$ cat src/chan_emu_pkg.sv
package chan_emu_pkg;

    localparam int CHUNK_WIDTH     = 8;                  // bits per history chunk
    localparam int NUM_CHUNKS      = 4;                  // chunks summed per frame
    localparam int NUM_SLICES      = 8;                  // lanes, also new bits per frame
    localparam int FRAME_CYCLES    = NUM_CHUNKS + 2;
    localparam int CNT_WIDTH       = $clog2(FRAME_CYCLES);
    localparam int CHUNK_IDX_WIDTH = $clog2(NUM_CHUNKS);
    localparam int SLICE_IDX_WIDTH = $clog2(NUM_SLICES);

    // clk_adc is low from CLK_FALL to CLK_RISE, giving 50% duty over a frame
    localparam int CLK_FALL = 2;
    localparam int CLK_RISE = CLK_FALL + (2 + NUM_CHUNKS) / 2 - 1;

    localparam int WINDOW_WIDTH = CHUNK_WIDTH + NUM_SLICES - 1;
    localparam int HIST_WIDTH   = NUM_CHUNKS * CHUNK_WIDTH + NUM_SLICES - 1;
    localparam int TABLE_DEPTH  = 2 ** CHUNK_WIDTH;      // one entry per chunk value

    localparam int COEF_WIDTH      = 16;
    localparam int ADC_WIDTH       = 8;
    localparam int ACC_WIDTH       = 20;
    localparam int NOISE_WIDTH     = 8;
    localparam int NOISE_LVL_WIDTH = 4;

    localparam int CFG_WIDTH       = 32;
    localparam int TBL_PAD_WIDTH   = CFG_WIDTH - 1 - SLICE_IDX_WIDTH - CHUNK_IDX_WIDTH
                                     - CHUNK_WIDTH - COEF_WIDTH;
    localparam int NOISE_PAD_WIDTH = CFG_WIDTH - 1 - NOISE_LVL_WIDTH;

    localparam logic [31:0] LFSR_TAPS = 32'h8020_0003;  // x^32 + x^22 + x^2 + x + 1

    // one seed per lane so the lanes see uncorrelated noise
    localparam logic [31:0] NOISE_SEEDS [NUM_SLICES] = '{
        32'h3a91_c05e, 32'h7d24_18b3, 32'hc6e0_5f71, 32'h0b5d_a29c,
        32'he413_7cd8, 32'h59af_0e46, 32'h92c7_b315, 32'h1f68_d4ea
    };

    typedef struct packed {
        logic                 sgn;                       // set when the sample is negative
        logic [ADC_WIDTH-1:0] mag;
    } slice_out_t;

    typedef struct packed {
        logic                       we;
        logic [SLICE_IDX_WIDTH-1:0] slice;
        logic [CHUNK_IDX_WIDTH-1:0] chunk_idx;
        logic [CHUNK_WIDTH-1:0]     chunk_val;
        logic [COEF_WIDTH-1:0]      coef;
    } table_wr_t;

    typedef struct packed {
        logic                       kind;                // 0 for a table write
        logic [SLICE_IDX_WIDTH-1:0] slice;
        logic [CHUNK_IDX_WIDTH-1:0] chunk_idx;
        logic [CHUNK_WIDTH-1:0]     chunk_val;
        logic [COEF_WIDTH-1:0]      coef;
        logic [TBL_PAD_WIDTH-1:0]   rsvd;
    } cfg_table_t;

    typedef struct packed {
        logic                       kind;                // 1 for a noise setting
        logic [NOISE_LVL_WIDTH-1:0] noise_level;
        logic [NOISE_PAD_WIDTH-1:0] rsvd;
    } cfg_noise_t;

    typedef union packed {
        cfg_table_t tbl;
        cfg_noise_t noise;
    } cfg_word_u;

endpackage

$ cat src/bit_history.sv
`timescale 1ns/1ps

module bit_history (
    input  logic                                     emu_clk,
    input  logic                                     emu_rst,
    input  logic [chan_emu_pkg::NUM_SLICES-1:0]      rx_bits_i,
    input  logic                                     shift_i,
    input  logic [chan_emu_pkg::CHUNK_IDX_WIDTH-1:0] chunk_idx_i,
    output logic [chan_emu_pkg::WINDOW_WIDTH-1:0]    window_o
);

    // newest bit sits at the top, oldest falls off the bottom
    logic [chan_emu_pkg::HIST_WIDTH-1:0] hist_q;

    always_ff @(posedge emu_clk) begin
        if (emu_rst) begin
            hist_q <= '0;
        end else if (shift_i) begin
            hist_q <= {rx_bits_i, hist_q[chan_emu_pkg::HIST_WIDTH-1:chan_emu_pkg::NUM_SLICES]};
        end
    end

    // window bit j is the bit j places older than the start of the chunk,
    // so slice s reads its value LSB-first from window bits s and up
    always_comb begin
        for (int j = 0; j < chan_emu_pkg::WINDOW_WIDTH; j++) begin
            window_o[j] = hist_q[chan_emu_pkg::HIST_WIDTH - 1
                                 - chan_emu_pkg::CHUNK_WIDTH * int'(chunk_idx_i) - j];
        end
    end

endmodule

$ cat config.mk
export PLATFORM = sky130hd
export DESIGN_NAME = bit_history
export DESIGN_NICKNAME = d
export VERILOG_FILES = /design/src/chan_emu_pkg.sv /design/src/bit_history.sv
export SDC_FILE = /design/constraint.sdc
export NUM_CORES = 1
export LEC_CHECK = 0
export BUFFER_PORTS_ARGS = -buffer_cell sky130_fd_sc_hd__clkbuf_2
export CORE_MARGIN = 1
export CORE_UTILIZATION = 40
export CTS_BUF_LIST = sky130_fd_sc_hd__clkbuf_8
export DETAILED_ROUTE_END_ITERATION = 8
export PLACE_DENSITY = 0.62
export SKIP_LAST_GASP = 1
export SLEW_MARGIN = 15
export SYNTH_ARGS = -nofsm -noshare
export SYNTH_HDL_FRONTEND = slang
export SYNTH_SLANG_ARGS = --single-unit
$ cat constraint.sdc
create_clock -name emu_clk -period 6.2 [get_ports emu_clk]
set_input_delay 1.24 -clock emu_clk [delete_from_list [all_inputs] [get_ports emu_clk]]
set_output_delay 1.24 -clock emu_clk [all_outputs]
set_load 0.01 [all_outputs]
==> impl_metrics.ini <==
[drt]
first_pass_iters = 4
viasPerCell = 5.13
via_count = 1519
drcViolationCount = 0
drt-wirelength-per-cell_um = 14.0
drtAntennaViolNets = 0
wirelength_mm = 4.15
drt_iter0_markers = 96

[logic_synthesis]
syn_area_um2 = 2020
synth.area.top_cells = dfxtp_1 (39%), mux2i_1 (23%), nor2_1 (8.5%), nand3_1 (5.2%), mux2_2 (4.5%)
ys_ff_latch = 39
synth_cells = 206
synth_area_per_cell_um2 = 9.81
yosysSeqAreaShare_pct = 38.6
postSynthNetCount = 221
yosysTopAreaCell = dfxtp_1
synth_cell_types = 23
synth_top_cell_area_share_pct = 38.6
yosys_warnings = 0

[placed_design]
globalplace.congestion = 0.760
dp_hpwl_mm = 2.79
io_buffers = 27

[pwr]
power_density_nw_per_um2 = 240
peakVddDrop_mv = 0.127
power.leakage_nw = 1.06

[final_layout]
area_growth_pct = 13.3
top_register = hist_q
register_area_um2 = 781
final_net_count = 243
largest_register_ffs = 39
n_antenna_cell = 0
multi_input_comb_area_um2 = 1140
fillCellCount = 470
layout-drive-gt1-share_pct = 23.6
reg.largest.list = hist_q x39
utilization_pct = 47.8

[timing]
tightest_slew_ns = 0.766
rsz0062_at_grt = false
period_minus_slack_ns = 5.05
final.setup.tns_ns = 0
drv_slew = 0
slew-limit-headroom_pct = 49.0
finalHoldViolCount = 0
setup_viol = 0
finClkSkew_ns = 0.00457
max_freq_mhz = 198
fin_crit_sh_pct = 81.5

[clock_tree]
cts_buffers = 5
cts_setup_buffers = 0
htree_levels = 2
cts_sinks = 39
hold_buffers = 0
cts.repair.resized = 0
cts_max_path_buffers = 2
worstSkewPairLatency_ns = 0.29
clk_pin_slew_ns = 0.07
cts_root_buffer = clkbuf_8
cts_tree = done

[global_route]
grt_usage_pct = 16.6
antenna_found_initial = 0
grt_max_degree = 40
grt_overflow_total = 0
grt_pass1_wl_mm = 6.65
grt_pass1_vias = 1359

[floorplanning]
initial_core_util_pct = 42.2
rows = 25
coreArea_um2 = 4790
die_w_um = 73.1
die_area_um2 = 5340
die_h_um = 73.1
ios = 28

[run]
max_cap_violations = 0

[critical_path]
cp_max_fo = 19
critPathLaunchType = primary input
cp.arrival_ns = 3.81
cp-end-kind = output pin
critPathKind = primary input to output pin
cp.required_ns = 4.96

[status]
outcome = finished clean

[min_path]
hp-class = flip-flop to flip-flop
-- area by class of cell --
class / count / area share, %
multi-input cells: 150 / 49.9
flip-flops and latches: 39 / 34.1
clock inverters: 2 / 1.53
inverters: 2 / 0.328
well taps: 67 / 3.66
clock buffers: 6 / 3.61
repair buffers: 30 / 6.89
-- cells in the mapped netlist --
library cell  count
xnor2_1           1
clkbuf_1          6
o21ai_0           1
buf_2             3
clkinv_1          1
ha_1              2
nand3_1          21
inv_1             1
nor3b_2           1
mux2_4            6
a221o_1           6
nand2b_1          1
mux2i_1          46
a22oi_1           1
nand4b_1          7
and2_1            1
mux2_2            8
buf_4             4
nor2_1           46
dfxtp_1          39
buf_6             2
xor2_1            1
mux4_2            1
-- through the flow --
stage / hold WS, ns / setup slack (ns) / cell area (um^2) / total power, mW / instances
2_1_floorplan: 0.455 / 2.12 / 2020 / 0.322 / 206
3_3_place_gp: 0.477 / 1.20 / 2170 / 0.335 / 288
3_5_place_dp: 0.486 / 1.16 / 2170 / 0.335 / 288
4_1_cts: 0.505 / 1.14 / 2290 / 0.553 / 296
5_1_grt: 0.527 / 0.957 / 2290 / 0.570 / 296
6_report: 0.497 / 1.15 / 2290 / 0.549 / 296
-- path summary, 6_finish.rpt --
path	startpoint	endpoint	slack [ns]	depth (start not counted)
worst max register to register	hist_q[35]	hist_q[27]	5.50	2
worst min-delay path	hist_q[7]	hist_q[7]	0.50	2
worst max-delay path	chunk_idx_i[0]	window_o[3]	1.15	7
worst min register to register	hist_q[7]	hist_q[7]	0.50	2
-- logic make-up (layout without fill, tap and decap cells) --
family / Yosys count / count (layout) / synth area share, %
simple gates: 77 / 77 / 18.0
mux: 61 / 61 / 32.8
flops: 39 / 39 / 38.6
buf+inv: 17 / 40 / 4.83
compound gates: 8 / 8 / 3.59
fa+ha+maj: 2 / 2 / 1.24
xor+xnor: 2 / 2 / 0.867
-- critical path, cell delays in order --
cell and delay, ns:
clkbuf_2 0.31, clkinv_1 0.33, ha_1 0.78, buf_4 0.36, mux2_4 0.33, a221o_1 0.33
clkbuf_2 0.13
-- layer usage --
metal | global-route usage (%) | routed length [um] | up-vias
met5 | 0 | 0 | -
met4 | 7.41 | 49 | 0
met3 | 3.73 | 163 | 6
met2 | 22.9 | 1790 | 25
met1 | 24.4 | 2140 | 712
li1 | - | - | 776
-- placed cells by master, fill, tap and decap left out, drive strengths merged --
cell type / instances
a221o: 6
a22oi: 1
and2: 1
buf: 3
bufinv: 1
clkbuf: 33
clkinv: 2
dfxtp: 39
ha: 2
inv: 1
mux2: 14
mux2i: 46
mux4: 1
nand2b: 1
nand3: 21
nand4b: 7
nor2: 46
nor3b: 1
o21ai: 1
xnor2: 1
xor2: 1
-- report_power, final --
part	total (mW)	leakage [nW]	switching, mW	internal [mW]
combinational	0.0660	0.684	0.0373	0.0287
sequential	0.263	0.317	0.00686	0.257
clock	0.219	0.0612	0.0890	0.130
total	0.549	1.06	0.133	0.416
No activity file was read; power rests on OpenSTA's default activity.
