### src/chan_emu_pkg.sv
package chan_emu_pkg;

    localparam int CHUNK_WIDTH     = 8;                  // bits per history chunk
    localparam int NUM_CHUNKS      = 4;                  // chunks summed per frame
    localparam int NUM_SLICES      = 8;                  // lanes, also new bits per frame
    localparam int FRAME_CYCLES    = NUM_CHUNKS + 2;
    localparam int CNT_WIDTH       = $clog2(FRAME_CYCLES);
    localparam int CHUNK_IDX_WIDTH = $clog2(NUM_CHUNKS);
    localparam int SLICE_IDX_WIDTH = $clog2(NUM_SLICES);

    // clk_adc is low from CLK_FALL to CLK_RISE, giving 50% duty over a frame
    localparam int CLK_FALL = 2;
    localparam int CLK_RISE = CLK_FALL + (2 + NUM_CHUNKS) / 2 - 1;

    localparam int WINDOW_WIDTH = CHUNK_WIDTH + NUM_SLICES - 1;
    localparam int HIST_WIDTH   = NUM_CHUNKS * CHUNK_WIDTH + NUM_SLICES - 1;
    localparam int TABLE_DEPTH  = 2 ** CHUNK_WIDTH;      // one entry per chunk value

    localparam int COEF_WIDTH      = 16;
    localparam int ADC_WIDTH       = 8;
    localparam int ACC_WIDTH       = 20;
    localparam int NOISE_WIDTH     = 8;
    localparam int NOISE_LVL_WIDTH = 4;

    localparam int CFG_WIDTH       = 32;
    localparam int TBL_PAD_WIDTH   = CFG_WIDTH - 1 - SLICE_IDX_WIDTH - CHUNK_IDX_WIDTH
                                     - CHUNK_WIDTH - COEF_WIDTH;
    localparam int NOISE_PAD_WIDTH = CFG_WIDTH - 1 - NOISE_LVL_WIDTH;

    localparam logic [31:0] LFSR_TAPS = 32'h8020_0003;  // x^32 + x^22 + x^2 + x + 1

    // one seed per lane so the lanes see uncorrelated noise
    localparam logic [31:0] NOISE_SEEDS [NUM_SLICES] = '{
        32'h3a91_c05e, 32'h7d24_18b3, 32'hc6e0_5f71, 32'h0b5d_a29c,
        32'he413_7cd8, 32'h59af_0e46, 32'h92c7_b315, 32'h1f68_d4ea
    };

    typedef struct packed {
        logic                 sgn;                       // set when the sample is negative
        logic [ADC_WIDTH-1:0] mag;
    } slice_out_t;

    typedef struct packed {
        logic                       we;
        logic [SLICE_IDX_WIDTH-1:0] slice;
        logic [CHUNK_IDX_WIDTH-1:0] chunk_idx;
        logic [CHUNK_WIDTH-1:0]     chunk_val;
        logic [COEF_WIDTH-1:0]      coef;
    } table_wr_t;

    typedef struct packed {
        logic                       kind;                // 0 for a table write
        logic [SLICE_IDX_WIDTH-1:0] slice;
        logic [CHUNK_IDX_WIDTH-1:0] chunk_idx;
        logic [CHUNK_WIDTH-1:0]     chunk_val;
        logic [COEF_WIDTH-1:0]      coef;
        logic [TBL_PAD_WIDTH-1:0]   rsvd;
    } cfg_table_t;

    typedef struct packed {
        logic                       kind;                // 1 for a noise setting
        logic [NOISE_LVL_WIDTH-1:0] noise_level;
        logic [NOISE_PAD_WIDTH-1:0] rsvd;
    } cfg_noise_t;

    typedef union packed {
        cfg_table_t tbl;
        cfg_noise_t noise;
    } cfg_word_u;

endpackage

### src/cfg_port.sv
`timescale 1ns/1ps

module cfg_port (
    input  logic                                     emu_clk,
    input  logic                                     emu_rst,
    input  logic                                     cfg_req_i,
    input  chan_emu_pkg::cfg_word_u                  cfg_word_i,
    output logic                                     cfg_ack_o,
    output chan_emu_pkg::table_wr_t                  table_wr_o,
    output logic [chan_emu_pkg::NOISE_LVL_WIDTH-1:0] noise_level_o
);

    logic                                     ack_q;
    logic                                     accept;
    chan_emu_pkg::table_wr_t                  wr_q;
    logic [chan_emu_pkg::NOISE_LVL_WIDTH-1:0] level_q;

    // a request is taken once, on the cycle before ack goes high
    assign accept = cfg_req_i && !ack_q;

    always_ff @(posedge emu_clk) begin
        if (accept) begin
            wr_q.slice     <= cfg_word_i.tbl.slice;
            wr_q.chunk_idx <= cfg_word_i.tbl.chunk_idx;
            wr_q.chunk_val <= cfg_word_i.tbl.chunk_val;
            wr_q.coef      <= cfg_word_i.tbl.coef;
        end
        if (emu_rst) begin
            ack_q   <= 1'b0;
            wr_q.we <= 1'b0;
            level_q <= '0;                               // no noise
        end else begin
            ack_q   <= cfg_req_i;                        // follows req by one cycle
            wr_q.we <= accept && !cfg_word_i.tbl.kind;   // single-cycle strobe
            if (accept && cfg_word_i.noise.kind) begin
                level_q <= cfg_word_i.noise.noise_level;
            end
        end
    end

    assign cfg_ack_o     = ack_q;
    assign table_wr_o    = wr_q;   // broadcast to all slices
    assign noise_level_o = level_q;

endmodule

### config.mk
export PLATFORM = sky130hd
export DESIGN_NAME = cfg_port
export DESIGN_NICKNAME = d
export VERILOG_FILES = /design/src/chan_emu_pkg.sv /design/src/cfg_port.sv
export SDC_FILE = /design/constraint.sdc
export NUM_CORES = 1
export LEC_CHECK = 0
export BUFFER_PORTS_ARGS = -buffer_cell sky130_fd_sc_hd__buf_4
export CORE_ASPECT_RATIO = 1.25
export CORE_MARGIN = 2
export CORE_UTILIZATION = 44
export DETAILED_ROUTE_END_ITERATION = 8
export GPL_ROUTABILITY_DRIVEN = 0
export PLACE_DENSITY = 0.88
export SKIP_LAST_GASP = 1
export SYNTH_ARGS = -nofsm -noshare
export SYNTH_HDL_FRONTEND = slang
export SYNTH_SLANG_ARGS = --single-unit
### constraint.sdc
create_clock -name emu_clk -period 2 [get_ports emu_clk]
set_clock_uncertainty 0.1 [all_clocks]
set_input_delay 0.2 -clock emu_clk [delete_from_list [all_inputs] [get_ports emu_clk]]
set_output_delay 0.2 -clock emu_clk [all_outputs]
set_load 0.02 [all_outputs]
==> metrics.md <==
| Metric | Value |
|---|---|
| Remaining Overflow, GRT | 0 |
| Drt via density | 4.41 |
| Final period util | 0.720 |
| First-pass GRT wire length | 4060 um |
| Setup crit start kind | register |
| Slowest-stage cell, CP | and2b_2 |
| Ys flop type | edfxtp_1 |
| Share of the synthesized area in the top cell type | 0.775 |
| Horiz. Die Dim | 49.2 um |
| DR pass1 iterations | 2 |
| FF-to-FF path depth | 1 |
| Worst Hold Launch | cfg_req_i |
| Slew headroom | 0.577 |
| VDD IR-drop max | 0.000650 V |
| MaxCap Viol Count | 0 |
| Hold Crit Class | primary input to register |
| CTS clk-pin slew, worst paths | 0.09 ns |
| Post-synth EDFFs | 29 |
| Largest net degree at the start of global routing | 31 |
| Drt total wl | 2500 um |
| Initial Util | 0.463 |
| Worst r2r dst | table_wr_o[15]$_DFFE_PP_ |
| Count of different cell masters after synthesis | 9 |
| Vias in the first global route | 892 |
| Clock tree root buffer cell | clkbuf_4 |
| RR Startpoint | cfg_ack_o$_SDFF_PP0_ |
| Final net count | 191 |
| Number of buffers created by CTS | 5 |
| Post-Route Setup TNS | 0 ns |
| Worst Path Required | 1.86 ns |
| PwrDens | 696 mW/mm^2 |
| Layout cells sized above 1 | 0.468 |
| Port Buf Inserts | 67 |
| Synth Net Count | 87 |
| Hpwl dp | 1510 um |
| Clk Latency, worst-skew pair | 0.32 ns |
| Crit path max fanout | 30 |
| Min Tclk post-route | 1.44 ns |
| Final antenna diode count | 0 |
| Drt initial violations | 5 |
| Sink Count | 35 |
| Die Y-Extent | 60.5 um |
| Core area | 0.00243 mm^2 |
| Max stage delay on crit path | 0.63 ns |
| Largest area contributor in the netlist | edfxtp_1 |
| Detailed-route via count | 834 |
| Max Buffers Root-to-Sink | 2 |
| Top-count cell post-synth | edfxtp_1 |
| DRC errors left | 0 |
| FMAX | 695 MHz |
| Final Util | 0.829 |
| Hold EP | cfg_ack_o$_SDFF_PP0_ |
| Filler cells | 120 |
| Buffer and inverter count on the worst path | 0 |
| H-tree Lvls | 2 |
| Crit path DAT | 1.30 ns |
| Sequential share of the synthesized area | 0.882 |
| Async SR Flop Fraction | 0 |
| Slew @ Worst Pin | 0.634 ns |
| Final setup violation count | 0 |
| Post-DRT Antenna Nets | 0 |
| Synth Register Bits | 35 |
| Max Slew Vio Count | 0 |
| Ranking of synthesized cells by area | edfxtp_1, dfxtp_1, nand2b_1 |
| Cell Chain, Critical Path | and2b_2 |
| Antenna violations before repair | 0 |
| Synth Area per Inst | 21.6 um^2 |
| Ports | 70 |
| TritonCTS clock tree | yes |
| CP Class | register to register |
| RSZ-0062 raised after global routing | no |
| All-Layer GR Usage | 0.193 |
| Hold path depth | 2 |
| Gate Count Post-Synth | 52 |
| Die area | 0.00298 mm^2 |
| R2R Setup Slk | 0.56 ns |
| Rows | 20 |
| Status | complete, no violations |
| Synth cell count leaders | edfxtp_1, nand2b_1, dfxtp_1 |
| Final Hold Vio Count | 0 |
| Mapped cell area | 0.00112 mm^2 |
| Wire per inst | 13.2 um |
| Synth Warn # | 0 |
| Crit-path leading delay family | simple AND/OR/NAND/NOR gates |
| Critical path endpoint category | register |
| Syn-to-layout area delta | 79.1% |
| Leakage power | 0.850 nW |
cell type report:
type | instances | area, um^2 | share of cell area
multi-input combinational | 16 | 121 | 0.0603
timing repair buffer | 98 | 813 | 0.404
clock buffer | 7 | 45.0 | 0.0224
tap | 33 | 41.3 | 0.0205
sequential | 35 | 991 | 0.493
repair_timing:
action,4_1_cts,5_1_grt
setup endpoints to repair,0,0
gates resized for setup,0,0
endpoints found under the hold margin,31,0
hold buffers,31,0
setup buffers,0,0
cell usage in the layout, fill, tap and decap left out:
master         instances
buf_4                 67
dlygate4sd3_1         31
edfxtp_1              29
nand2b_1               8
dfxtp_1                6
clkbuf_4               5
mux2i_1                4
clkbuf_1               2
and2b_2                1
and3b_1                1
nor2b_1                1
nor3b_1                1
how the worst max path moves through the flow:
stage / slack [ns] / cells past startpoint / end / start
floorplan: 0.61 / 1 / table_wr_o[0]$_DFFE_PP_ / cfg_ack_o$_SDFF_PP0_
global placement: 0.62 / 1 / table_wr_o[22]$_DFFE_PP_ / cfg_ack_o$_SDFF_PP0_
detailed placement: 0.55 / 1 / table_wr_o[0]$_DFFE_PP_ / cfg_ack_o$_SDFF_PP0_
CTS: 0.53 / 1 / table_wr_o[0]$_DFFE_PP_ / cfg_ack_o$_SDFF_PP0_
global route: 0.45 / 2 / table_wr_o[29]$_SDFF_PP0_ / cfg_ack_o$_SDFF_PP0_
finish: 0.56 / 1 / table_wr_o[15]$_DFFE_PP_ / cfg_ack_o$_SDFF_PP0_
through the flow:
stage               hold slack (ns)  instance area (um^2)  setup slack [ns]  std cells  power, mW
floorplan                     0.172                  1120             0.614         52      0.935
global placement              0.267                  1660             0.615        151       1.04
detailed placement            0.279                  1660             0.555        151       1.04
CTS                         0.00507                  2010             0.530        189       1.41
global route                0.00487                  2010             0.449        189       1.46
finish                       0.0158                  2010             0.561        189       1.40
report_power, final:
group          leakage (nW)  switching (mW)  internal [mW]
logic                 0.497           0.101          0.131
clock network        0.0254           0.192          0.132
registers             0.327          0.0115          0.833
total                 0.850           0.304           1.10
metal layers:
metal | routed length [um] | global-route usage | vias to the layer above
li1 | - | - | 398
met2 | 1390 | 0.357 | 50
met3 | 203 | 0.0640 | 8
met1 | 848 | 0.193 | 378
met5 | 0 | 0 | -
met4 | 51 | 0.110 | 0
sequential cells by signal, indices dropped and copies added, names as in the netlist:
register	cells
cfg_ack_o	1
noise_level_o	4
table_wr_o	30
logic make-up after synthesis:
group	Yosys count	synth area share
simple gates	12	0.0724
mux	4	0.0356
flops	35	0.882
buf+inv	1	0.0100
No activity file was read; power rests on OpenSTA's default activity.
