[config.mk]
export PLATFORM = sky130hd
export DESIGN_NAME = chunk_sequencer
export DESIGN_NICKNAME = d
export VERILOG_FILES = /design/src/chan_emu_pkg.sv /design/src/chunk_sequencer.sv
export SDC_FILE = /design/constraint.sdc
export NUM_CORES = 1
export LEC_CHECK = 0
export BUFFER_PORTS_ARGS = -buffer_cell sky130_fd_sc_hd__buf_2
export CELL_PAD_IN_SITES_DETAIL_PLACEMENT = 0
export CELL_PAD_IN_SITES_GLOBAL_PLACEMENT = 1
export CORE_AREA = 2 2 39 41
export DETAILED_ROUTE_END_ITERATION = 7
export DIE_AREA = 0 0 41 43
export PLACE_DENSITY = 0.41
export SLEW_MARGIN = 40
export SYNTH_ARGS = -nofsm -noshare
export SYNTH_HDL_FRONTEND = slang
export SYNTH_SLANG_ARGS = --single-unit
[constraint.sdc]
create_clock -name emu_clk -period 0.9 [get_ports emu_clk]
set_clock_uncertainty 0.2 [all_clocks]
set_input_delay 0.09 -clock emu_clk [delete_from_list [all_inputs] [get_ports emu_clk]]
set_output_delay 0.09 -clock emu_clk [all_outputs]
set_load 0.005 [all_outputs]
[src/chan_emu_pkg.sv]
package chan_emu_pkg;

    localparam int CHUNK_WIDTH     = 8;                  // bits per history chunk
    localparam int NUM_CHUNKS      = 4;                  // chunks summed per frame
    localparam int NUM_SLICES      = 8;                  // lanes, also new bits per frame
    localparam int FRAME_CYCLES    = NUM_CHUNKS + 2;
    localparam int CNT_WIDTH       = $clog2(FRAME_CYCLES);
    localparam int CHUNK_IDX_WIDTH = $clog2(NUM_CHUNKS);
    localparam int SLICE_IDX_WIDTH = $clog2(NUM_SLICES);

    // clk_adc is low from CLK_FALL to CLK_RISE, giving 50% duty over a frame
    localparam int CLK_FALL = 2;
    localparam int CLK_RISE = CLK_FALL + (2 + NUM_CHUNKS) / 2 - 1;

    localparam int WINDOW_WIDTH = CHUNK_WIDTH + NUM_SLICES - 1;
    localparam int HIST_WIDTH   = NUM_CHUNKS * CHUNK_WIDTH + NUM_SLICES - 1;
    localparam int TABLE_DEPTH  = 2 ** CHUNK_WIDTH;      // one entry per chunk value

    localparam int COEF_WIDTH      = 16;
    localparam int ADC_WIDTH       = 8;
    localparam int ACC_WIDTH       = 20;
    localparam int NOISE_WIDTH     = 8;
    localparam int NOISE_LVL_WIDTH = 4;

    localparam int CFG_WIDTH       = 32;
    localparam int TBL_PAD_WIDTH   = CFG_WIDTH - 1 - SLICE_IDX_WIDTH - CHUNK_IDX_WIDTH
                                     - CHUNK_WIDTH - COEF_WIDTH;
    localparam int NOISE_PAD_WIDTH = CFG_WIDTH - 1 - NOISE_LVL_WIDTH;

    localparam logic [31:0] LFSR_TAPS = 32'h8020_0003;  // x^32 + x^22 + x^2 + x + 1

    // one seed per lane so the lanes see uncorrelated noise
    localparam logic [31:0] NOISE_SEEDS [NUM_SLICES] = '{
        32'h3a91_c05e, 32'h7d24_18b3, 32'hc6e0_5f71, 32'h0b5d_a29c,
        32'he413_7cd8, 32'h59af_0e46, 32'h92c7_b315, 32'h1f68_d4ea
    };

    typedef struct packed {
        logic                 sgn;                       // set when the sample is negative
        logic [ADC_WIDTH-1:0] mag;
    } slice_out_t;

    typedef struct packed {
        logic                       we;
        logic [SLICE_IDX_WIDTH-1:0] slice;
        logic [CHUNK_IDX_WIDTH-1:0] chunk_idx;
        logic [CHUNK_WIDTH-1:0]     chunk_val;
        logic [COEF_WIDTH-1:0]      coef;
    } table_wr_t;

    typedef struct packed {
        logic                       kind;                // 0 for a table write
        logic [SLICE_IDX_WIDTH-1:0] slice;
        logic [CHUNK_IDX_WIDTH-1:0] chunk_idx;
        logic [CHUNK_WIDTH-1:0]     chunk_val;
        logic [COEF_WIDTH-1:0]      coef;
        logic [TBL_PAD_WIDTH-1:0]   rsvd;
    } cfg_table_t;

    typedef struct packed {
        logic                       kind;                // 1 for a noise setting
        logic [NOISE_LVL_WIDTH-1:0] noise_level;
        logic [NOISE_PAD_WIDTH-1:0] rsvd;
    } cfg_noise_t;

    typedef union packed {
        cfg_table_t tbl;
        cfg_noise_t noise;
    } cfg_word_u;

endpackage

[src/chunk_sequencer.sv]
`timescale 1ns/1ps

module chunk_sequencer (
    input  logic                                     emu_clk,
    input  logic                                     emu_rst,
    output logic [chan_emu_pkg::CHUNK_IDX_WIDTH-1:0] chunk_idx_o,
    output logic                                     acc_load_o,
    output logic                                     last_cycle_o,
    output logic                                     clk_adc_o
);

    logic [chan_emu_pkg::CNT_WIDTH-1:0] count_q;
    logic [chan_emu_pkg::CNT_WIDTH-1:0] count_d;
    logic                               clk_low_next;
    logic                               clk_adc_q;

    assign count_d = (int'(count_q) == chan_emu_pkg::FRAME_CYCLES - 1) ? '0 : count_q + 1'b1;

    // decoded from the next count so the clock comes straight from a flop
    assign clk_low_next = (int'(count_d) >= chan_emu_pkg::CLK_FALL) &&
                          (int'(count_d) <= chan_emu_pkg::CLK_RISE);

    always_ff @(posedge emu_clk) begin
        if (emu_rst) begin
            count_q   <= '0;
            clk_adc_q <= 1'b1;        // count 0 is in the high half
        end else begin
            count_q   <= count_d;
            clk_adc_q <= !clk_low_next;
        end
    end

    // chunk index only walks during the first NUM_CHUNKS counts
    assign chunk_idx_o = (int'(count_q) < chan_emu_pkg::NUM_CHUNKS) ?
                         count_q[chan_emu_pkg::CHUNK_IDX_WIDTH-1:0] : '0;

    assign acc_load_o   = (int'(count_q) == 1);   // first table read lands here
    assign last_cycle_o = (int'(count_q) == chan_emu_pkg::FRAME_CYCLES - 1);
    assign clk_adc_o    = clk_adc_q;

endmodule

==> impl_metrics.csv, run 1 <==
group,metric,value,unit
outcome,status,"finished, violations left",
outcome,violations,"hold timing, setup timing",
critical_path,r2r_end,"count_q[1]",
cells_and_area,final_nets,34,
routing,antenna_left,0,
cells_and_area,fillers,160,
timing,layout_min_cycle_time,1.198,ns
synth,synth_top_cell_area_share,47.41,%
timing,fin_hold_ws,-0.1120,ns
hold_path,hold_class,"input pin to flip-flop",
hold_path,min_path_cells,2,
clock_tree,h-tree-depth,1,
timing,fin_ws,-0.2982,ns
global_routing,grt_pass1_vias,174,
power_and_ir_drop,vdd_drop_max,0.3308,mV
synth,synth_cells,16,
synth,yosysMostFrequentCell,"dfxtp_1",
critical_path,crit_buf_inv,1,
routing,firstDrtPassIters,4,
cells_and_area,area_delta_synth_final,87.41,%
power_and_ir_drop,p_leak,0.1458,nW
synth,syn_area_per_cell,10.56,µm²
place,gp_congestion,0.5821,
synth,ys_seq_area_share,47.41,%
clock_tree,cts_buffers,3,
synth,ys_ff_latch,4,
hold_path,whs_endpoint,"count_q[2]",
clock_tree,cts_tree,"done",
hold_path,min_from,"emu_rst",
critical_path,endpoint_kind,"primary output",
die,start_util,12.21,%
global_routing,grt.overflow.total,0,
die,fp.dieW,41,µm
timing,min_period_over_period,133.1,%
timing,tns,-1.413,ns
power_and_ir_drop,power_density,1592,nW/µm²
critical_path,path_class,"flip-flop to primary output",
synth,ys.flop_type,"dfxtp_1",
timing,finalMaxSlewViolations,0,
cells_and_area,multi_input_area,103.9,µm²
die,dieArea,1763,µm²
routing,post_drt_wl_per_cell,9.043,µm
clock_tree,clock-sinks,4,
critical_path,start_kind,"flip-flop",
routing,drtIter0Drc,2,
power_and_ir_drop,p_total,0.0005038,W
global_routing,antenna_found_initial,0,
routing,routed_wl,416,µm
job,max_cap_violations,0,
timing,hold_violations,3,
timing,timing.fmax,834.6,MHz
synth,yosysUniqueCellTypes,10,
critical_path,crit_family,"flip-flops",
clock_tree,clock_latency,0.23,ns
die,core_area,1384,µm²
clock_tree,cts_buffer_depth,2,
cells_and_area,drive_gt1_share,73.33,%
synth,synth-async-reset-ratio,0,%
synth,ys_warn_count,0,
die,die_h,43,µm
clock_tree,path_clk_slew,0.04,ns
critical_path,max_stage_delay,0.36,ns
synth,synth-edff-count,0,
cells_and_area,regArea,91.34,µm²
timing,setup_viol,9,
die,num_io_pins,7,
routing,drcViolationCount,0,
critical_path,r2r_cells,3,
timing,tightest_slew,0.1394,ns
place,port-buffer-count,6,
global_routing,track_usage,6.225,%
global_routing,grt_max_degree,8,
synth,yosys.area.top_type,"dfxtp_1",
critical_path,r2r_slack,-0.19,ns
synth,synth_common_cells,"dfxtp_1, nor2b_1, nor2_1",
global_routing,grt_pass1_wl,669,µm
timing,rsz0062_at_grt,"yes",
die,fp-row-count,14,
routing,num_vias,170,
critical_path,crit_slowest_cell,"dfxtp_4",
synth,synth_area_leaders,"dfxtp_1, nor2b_1, nor3b_4",
cells_and_area,diodes,0,
synth,syn_nets,18,
clock_tree,root_buffer,"clkbuf_4",
critical_path,cp.arrival,0.91,ns
timing,max_slew_margin,90.70,%
critical_path,path_max_fanout,6,
synth,netlist_area,168.9,µm²
critical_path,r2r_start,"count_q[0]",
routing,via_per_inst,3.696,
critical_path,path_cells,"nor3b_4 > buf_2",
critical_path,cp_data_required_time,0.61,ns
cell type report:
cell class	instances	share of cell area, %
sequential	4	28.85
clock buffer	3	7.115
timing repair buffer	11	24.90
tap	16	6.324
multi-input combinational	12	32.81
flip-flops by register name, indices dropped and copies added (netlist names):
signal and cells:
clk_adc_o 1, count_q 3
cell usage in the layout (no fill, tap or decap):
cell / synthesis / final
nor3b_4: 1 / 1
buf_2: 0 / 6
nor2_1: 2 / 1
nand3b_1: 1 / 1
buf_4: 0 / 2
dfxtp_4: 0 / 3
clkbuf_4: 0 / 3
a21oi_2: 0 / 1
nor2b_1: 3 / 3
o21ai_2: 0 / 1
o21ba_1: 1 / 1
dfxtp_1: 4 / 1
nor2_4: 0 / 1
and3b_2: 1 / 1
buf_6: 0 / 3
nand2b_1: 1 / 1
worst register-to-register path: cells and delay by family (launching register included):
family / cells / cell delay [ns]
buffers and inverters: 1 / 0.12
AO/OA/AOI/OAI: 1 / 0.15
flip-flops: 1 / 0.35
AND/OR/NAND/NOR: 1 / 0.15
metal layers:
layer,vias up,track usage [%],part of all wire [%]
li1,82,-,-
met1,80,4.823,35
met2,6,9.063,54
met3,2,3.141,6.5
met4,0,8.000,3.6
met5,-,0,0
logic make-up after synthesis:
family          share of synthesized area, %
compound gates                         11.85
flops                                  47.41
simple gates                           40.75
worst max-delay path by stage:
| stage | depth (start not counted) | from | end |
|---|---|---|---|
| after floorplan | 2 | count_q[0] | count_q[1] |
| after global placement | 2 | count_q[1] | last_cycle_o |
| after detailed placement | 2 | count_q[0] | acc_load_o |
| after CTS | 2 | count_q[1] | last_cycle_o |
| after global routing | 2 | count_q[0] | acc_load_o |
| final | 2 | count_q[0] | acc_load_o |
metrics by stage:
stage	setup slack, ns	hold slack, ns	std cells	cell area [µm²]	utilization [%]
after detailed placement	-0.08957	0.09624	39	230.2	16.64
after global placement	-0.08547	0.09108	39	230.2	16.64
final	-0.2982	-0.1120	46	316.6	22.88
after global routing	-0.3598	-0.1036	46	316.6	22.88
after floorplan	-0.03969	-0.05069	16	172.7	-
after CTS	-0.3070	-0.1474	45	290.3	20.98
power breakdown:
group	switching (W)	internal, W
Combinational	0.0000301	0.0000577
Clock	0.0000637	0.000148
Sequential	0.0000153	0.000189
Total	0.000109	0.000395
what timing repair did:
item	CTS	global route
endpoints found under the setup margin	7	9
buffers inserted	3	1
hold endpoints to repair	4	3
resized for setup	6	5
pin swaps	3	1
Note: power is estimated with default switching activity, not from simulation.
==> run 2, diff against run 1 <==
==> constraint.sdc (replaced) <==
create_clock -name emu_clk -period 0.9 [get_ports emu_clk]
set_clock_uncertainty 0.2 [all_clocks]
set_input_delay 0.045 -clock emu_clk [delete_from_list [all_inputs] [get_ports emu_clk]]
set_output_delay 0.045 -clock emu_clk [all_outputs]
set_load 0.005 [all_outputs]
==> run 2 against run 1 <==
- the run still ends with hold timing, setup timing left
- wire length increased by 4.8%
- register-to-register slack got worse by 0.02 ns
- global-route usage increased by 0.70 points
- worst hold slack got worse by 0.067 ns
- critical path depth unchanged
- clock-buffer cell count unchanged
==> impl_metrics.csv, run 2 (synthesized netlist as in run 1, its figures left out) <==
group,metric,value,unit
global_routing,antenna_found_initial,0,
global_routing,grt_max_degree,7,
place,port-buffer-count,6,
place,gp_congestion,0.5164,
routing,drcViolationCount,0,
cells_and_area,final_nets,35,
cells_and_area,top_register,"count_q",
hold_path,min_from,"emu_rst",
routing,antenna_left,0,
clock_tree,clock-sinks,4,
die,die_h,43,µm
die,fp.dieW,41,µm
routing,via_per_inst,3.809,
critical_path,cp.arrival,0.91,ns
critical_path,cp_data_required_time,0.65,ns
timing,max_slew_margin,90.76,%
critical_path,crit_buf_inv,1,
hold_path,hold_class,"input pin to flip-flop",
timing,min_period_over_period,128.0,%
timing,hold_violations,4,
timing,finalMaxSlewViolations,0,
timing,tightest_slew,0.1385,ns
job,max_cap_violations,0,
timing,setup_viol,8,
cells_and_area,diodes,0,
cells_and_area,area_delta_synth_final,94.07,%
timing,fin_hold_ws,-0.1786,ns
routing,firstDrtPassIters,4,
die,start_util,12.21,%
critical_path,path_class,"flip-flop to primary output",
die,dieArea,1763,µm²
place,dp.cells,39,
critical_path,r2r_end,"count_q[1]",
critical_path,r2r_cells,3,
timing,fin_ws,-0.2520,ns
clock_tree,cts_tree,"done",
outcome,violations,"hold timing, setup timing",
routing,routed_wl,436,µm
clock_tree,root_buffer,"clkbuf_4",
cells_and_area,largest_reg_flops,3,
timing,rsz0062_at_grt,"yes",
global_routing,track_usage,6.928,%
clock_tree,path_clk_slew,0.04,ns
power_and_ir_drop,power_density,1589,nW/µm²
global_routing,grt.overflow.total,0,
critical_path,endpoint_kind,"primary output",
place,post-dp-hpwl,277.5,µm
global_routing,grt_pass1_vias,161,
cells_and_area,mostFrequentLayoutCell,"buf_2",
hold_path,whs_endpoint,"count_q[2]",
cells_and_area,drive_gt1_share,80.65,%
clock_tree,cts_buffers,3,
die,core_area,1384,µm²
place,place_ws,-0.06787,ns
critical_path,start_kind,"flip-flop",
clock_tree,cts_buffer_depth,2,
routing,post_drt_wl_per_cell,9.277,µm
critical_path,crit_slowest_cell,"dfxtp_4",
critical_path,max_stage_delay,0.36,ns
clock_tree,h-tree-depth,1,
critical_path,r2r_slack,-0.21,ns
hold_path,min_path_cells,2,
outcome,status,"finished, violations left",
routing,num_vias,179,
die,fp-row-count,14,
routing,drtIter0Drc,2,
timing,layout_min_cycle_time,1.152,ns
clock_tree,clock_latency,0.23,ns
cells_and_area,final_cell_mix,"buf_2, buf_4, clkbuf_4, dfxtp_4",
cells_and_area,stdcell_count,47,
critical_path,path_cells,"and3b_2 > buf_2",
critical_path,r2r_start,"count_q[0]",
power_and_ir_drop,vdd_drop_max,0.2903,mV
critical_path,path_max_fanout,4,
power_and_ir_drop,p_leak,0.1442,nW
timing,timing.fmax,868.0,MHz
global_routing,grt_pass1_wl,662,µm
die,num_io_pins,7,
critical_path,crit_family,"flip-flops",
run 2: area by class of cell:
class / instances / area, µm²
multi-input cells: 12 / 111.4
well taps: 16 / 20.02
flip-flops and latches: 4 / 91.34
clock buffers: 3 / 22.52
fillers: 150 / 1056
repair buffers: 12 / 82.58
run 2: power breakdown:
group / internal (W) / switching [W] / total [W]
sequential: 0.000189 / 0.0000136 / 0.000202
clock: 0.000149 / 0.0000707 / 0.000220
combinational: 0.0000657 / 0.0000335 / 0.0000992
total: 0.000403 / 0.000118 / 0.000521
run 2: worst max-delay path by stage:
stage	from	slack [ns]	endpoint	cells after the start
after floorplan	count_q[0]	-0.04	count_q[1]	2
after global placement	count_q[0]	-0.06	count_q[1]	2
after detailed placement	count_q[0]	-0.07	count_q[1]	2
after CTS	count_q[2]	-0.27	last_cycle_o	2
after global routing	count_q[1]	-0.29	last_cycle_o	2
final	count_q[1]	-0.25	last_cycle_o	2
run 2: stage by stage:
stage | power [W] | instance area [µm²] | utilization [%] | setup TNS, ns
after detailed placement | 0.0002671 | 230.2 | 16.64 | -0.1866
after floorplan | 0.0002377 | 172.7 | - | -0.03969
after CTS | 0.0005184 | 296.5 | 21.43 | -1.348
after global placement | 0.0002656 | 230.2 | 16.64 | -0.1493
final | 0.0005210 | 327.8 | 23.69 | -1.287
after global routing | 0.0005623 | 327.8 | 23.69 | -1.561
run 2: what timing repair did:
action / 4_1_cts / 5_1_grt
setup endpoints to repair: 7 / 8
endpoints found under the hold margin: 4 / 4
cloned: 0 / 0
buffers inserted: 4 / 1
pin swaps: 5 / 2
gates resized for setup: 6 / 6
run 2: metal layers:
layer	GRT usage, %	up-vias	share of wire, %
li1	-	86	-
met1	5.145	85	31
met2	9.063	6	57
met3	3.141	2	6.7
met4	12.00	0	4.1
met5	0	-	0
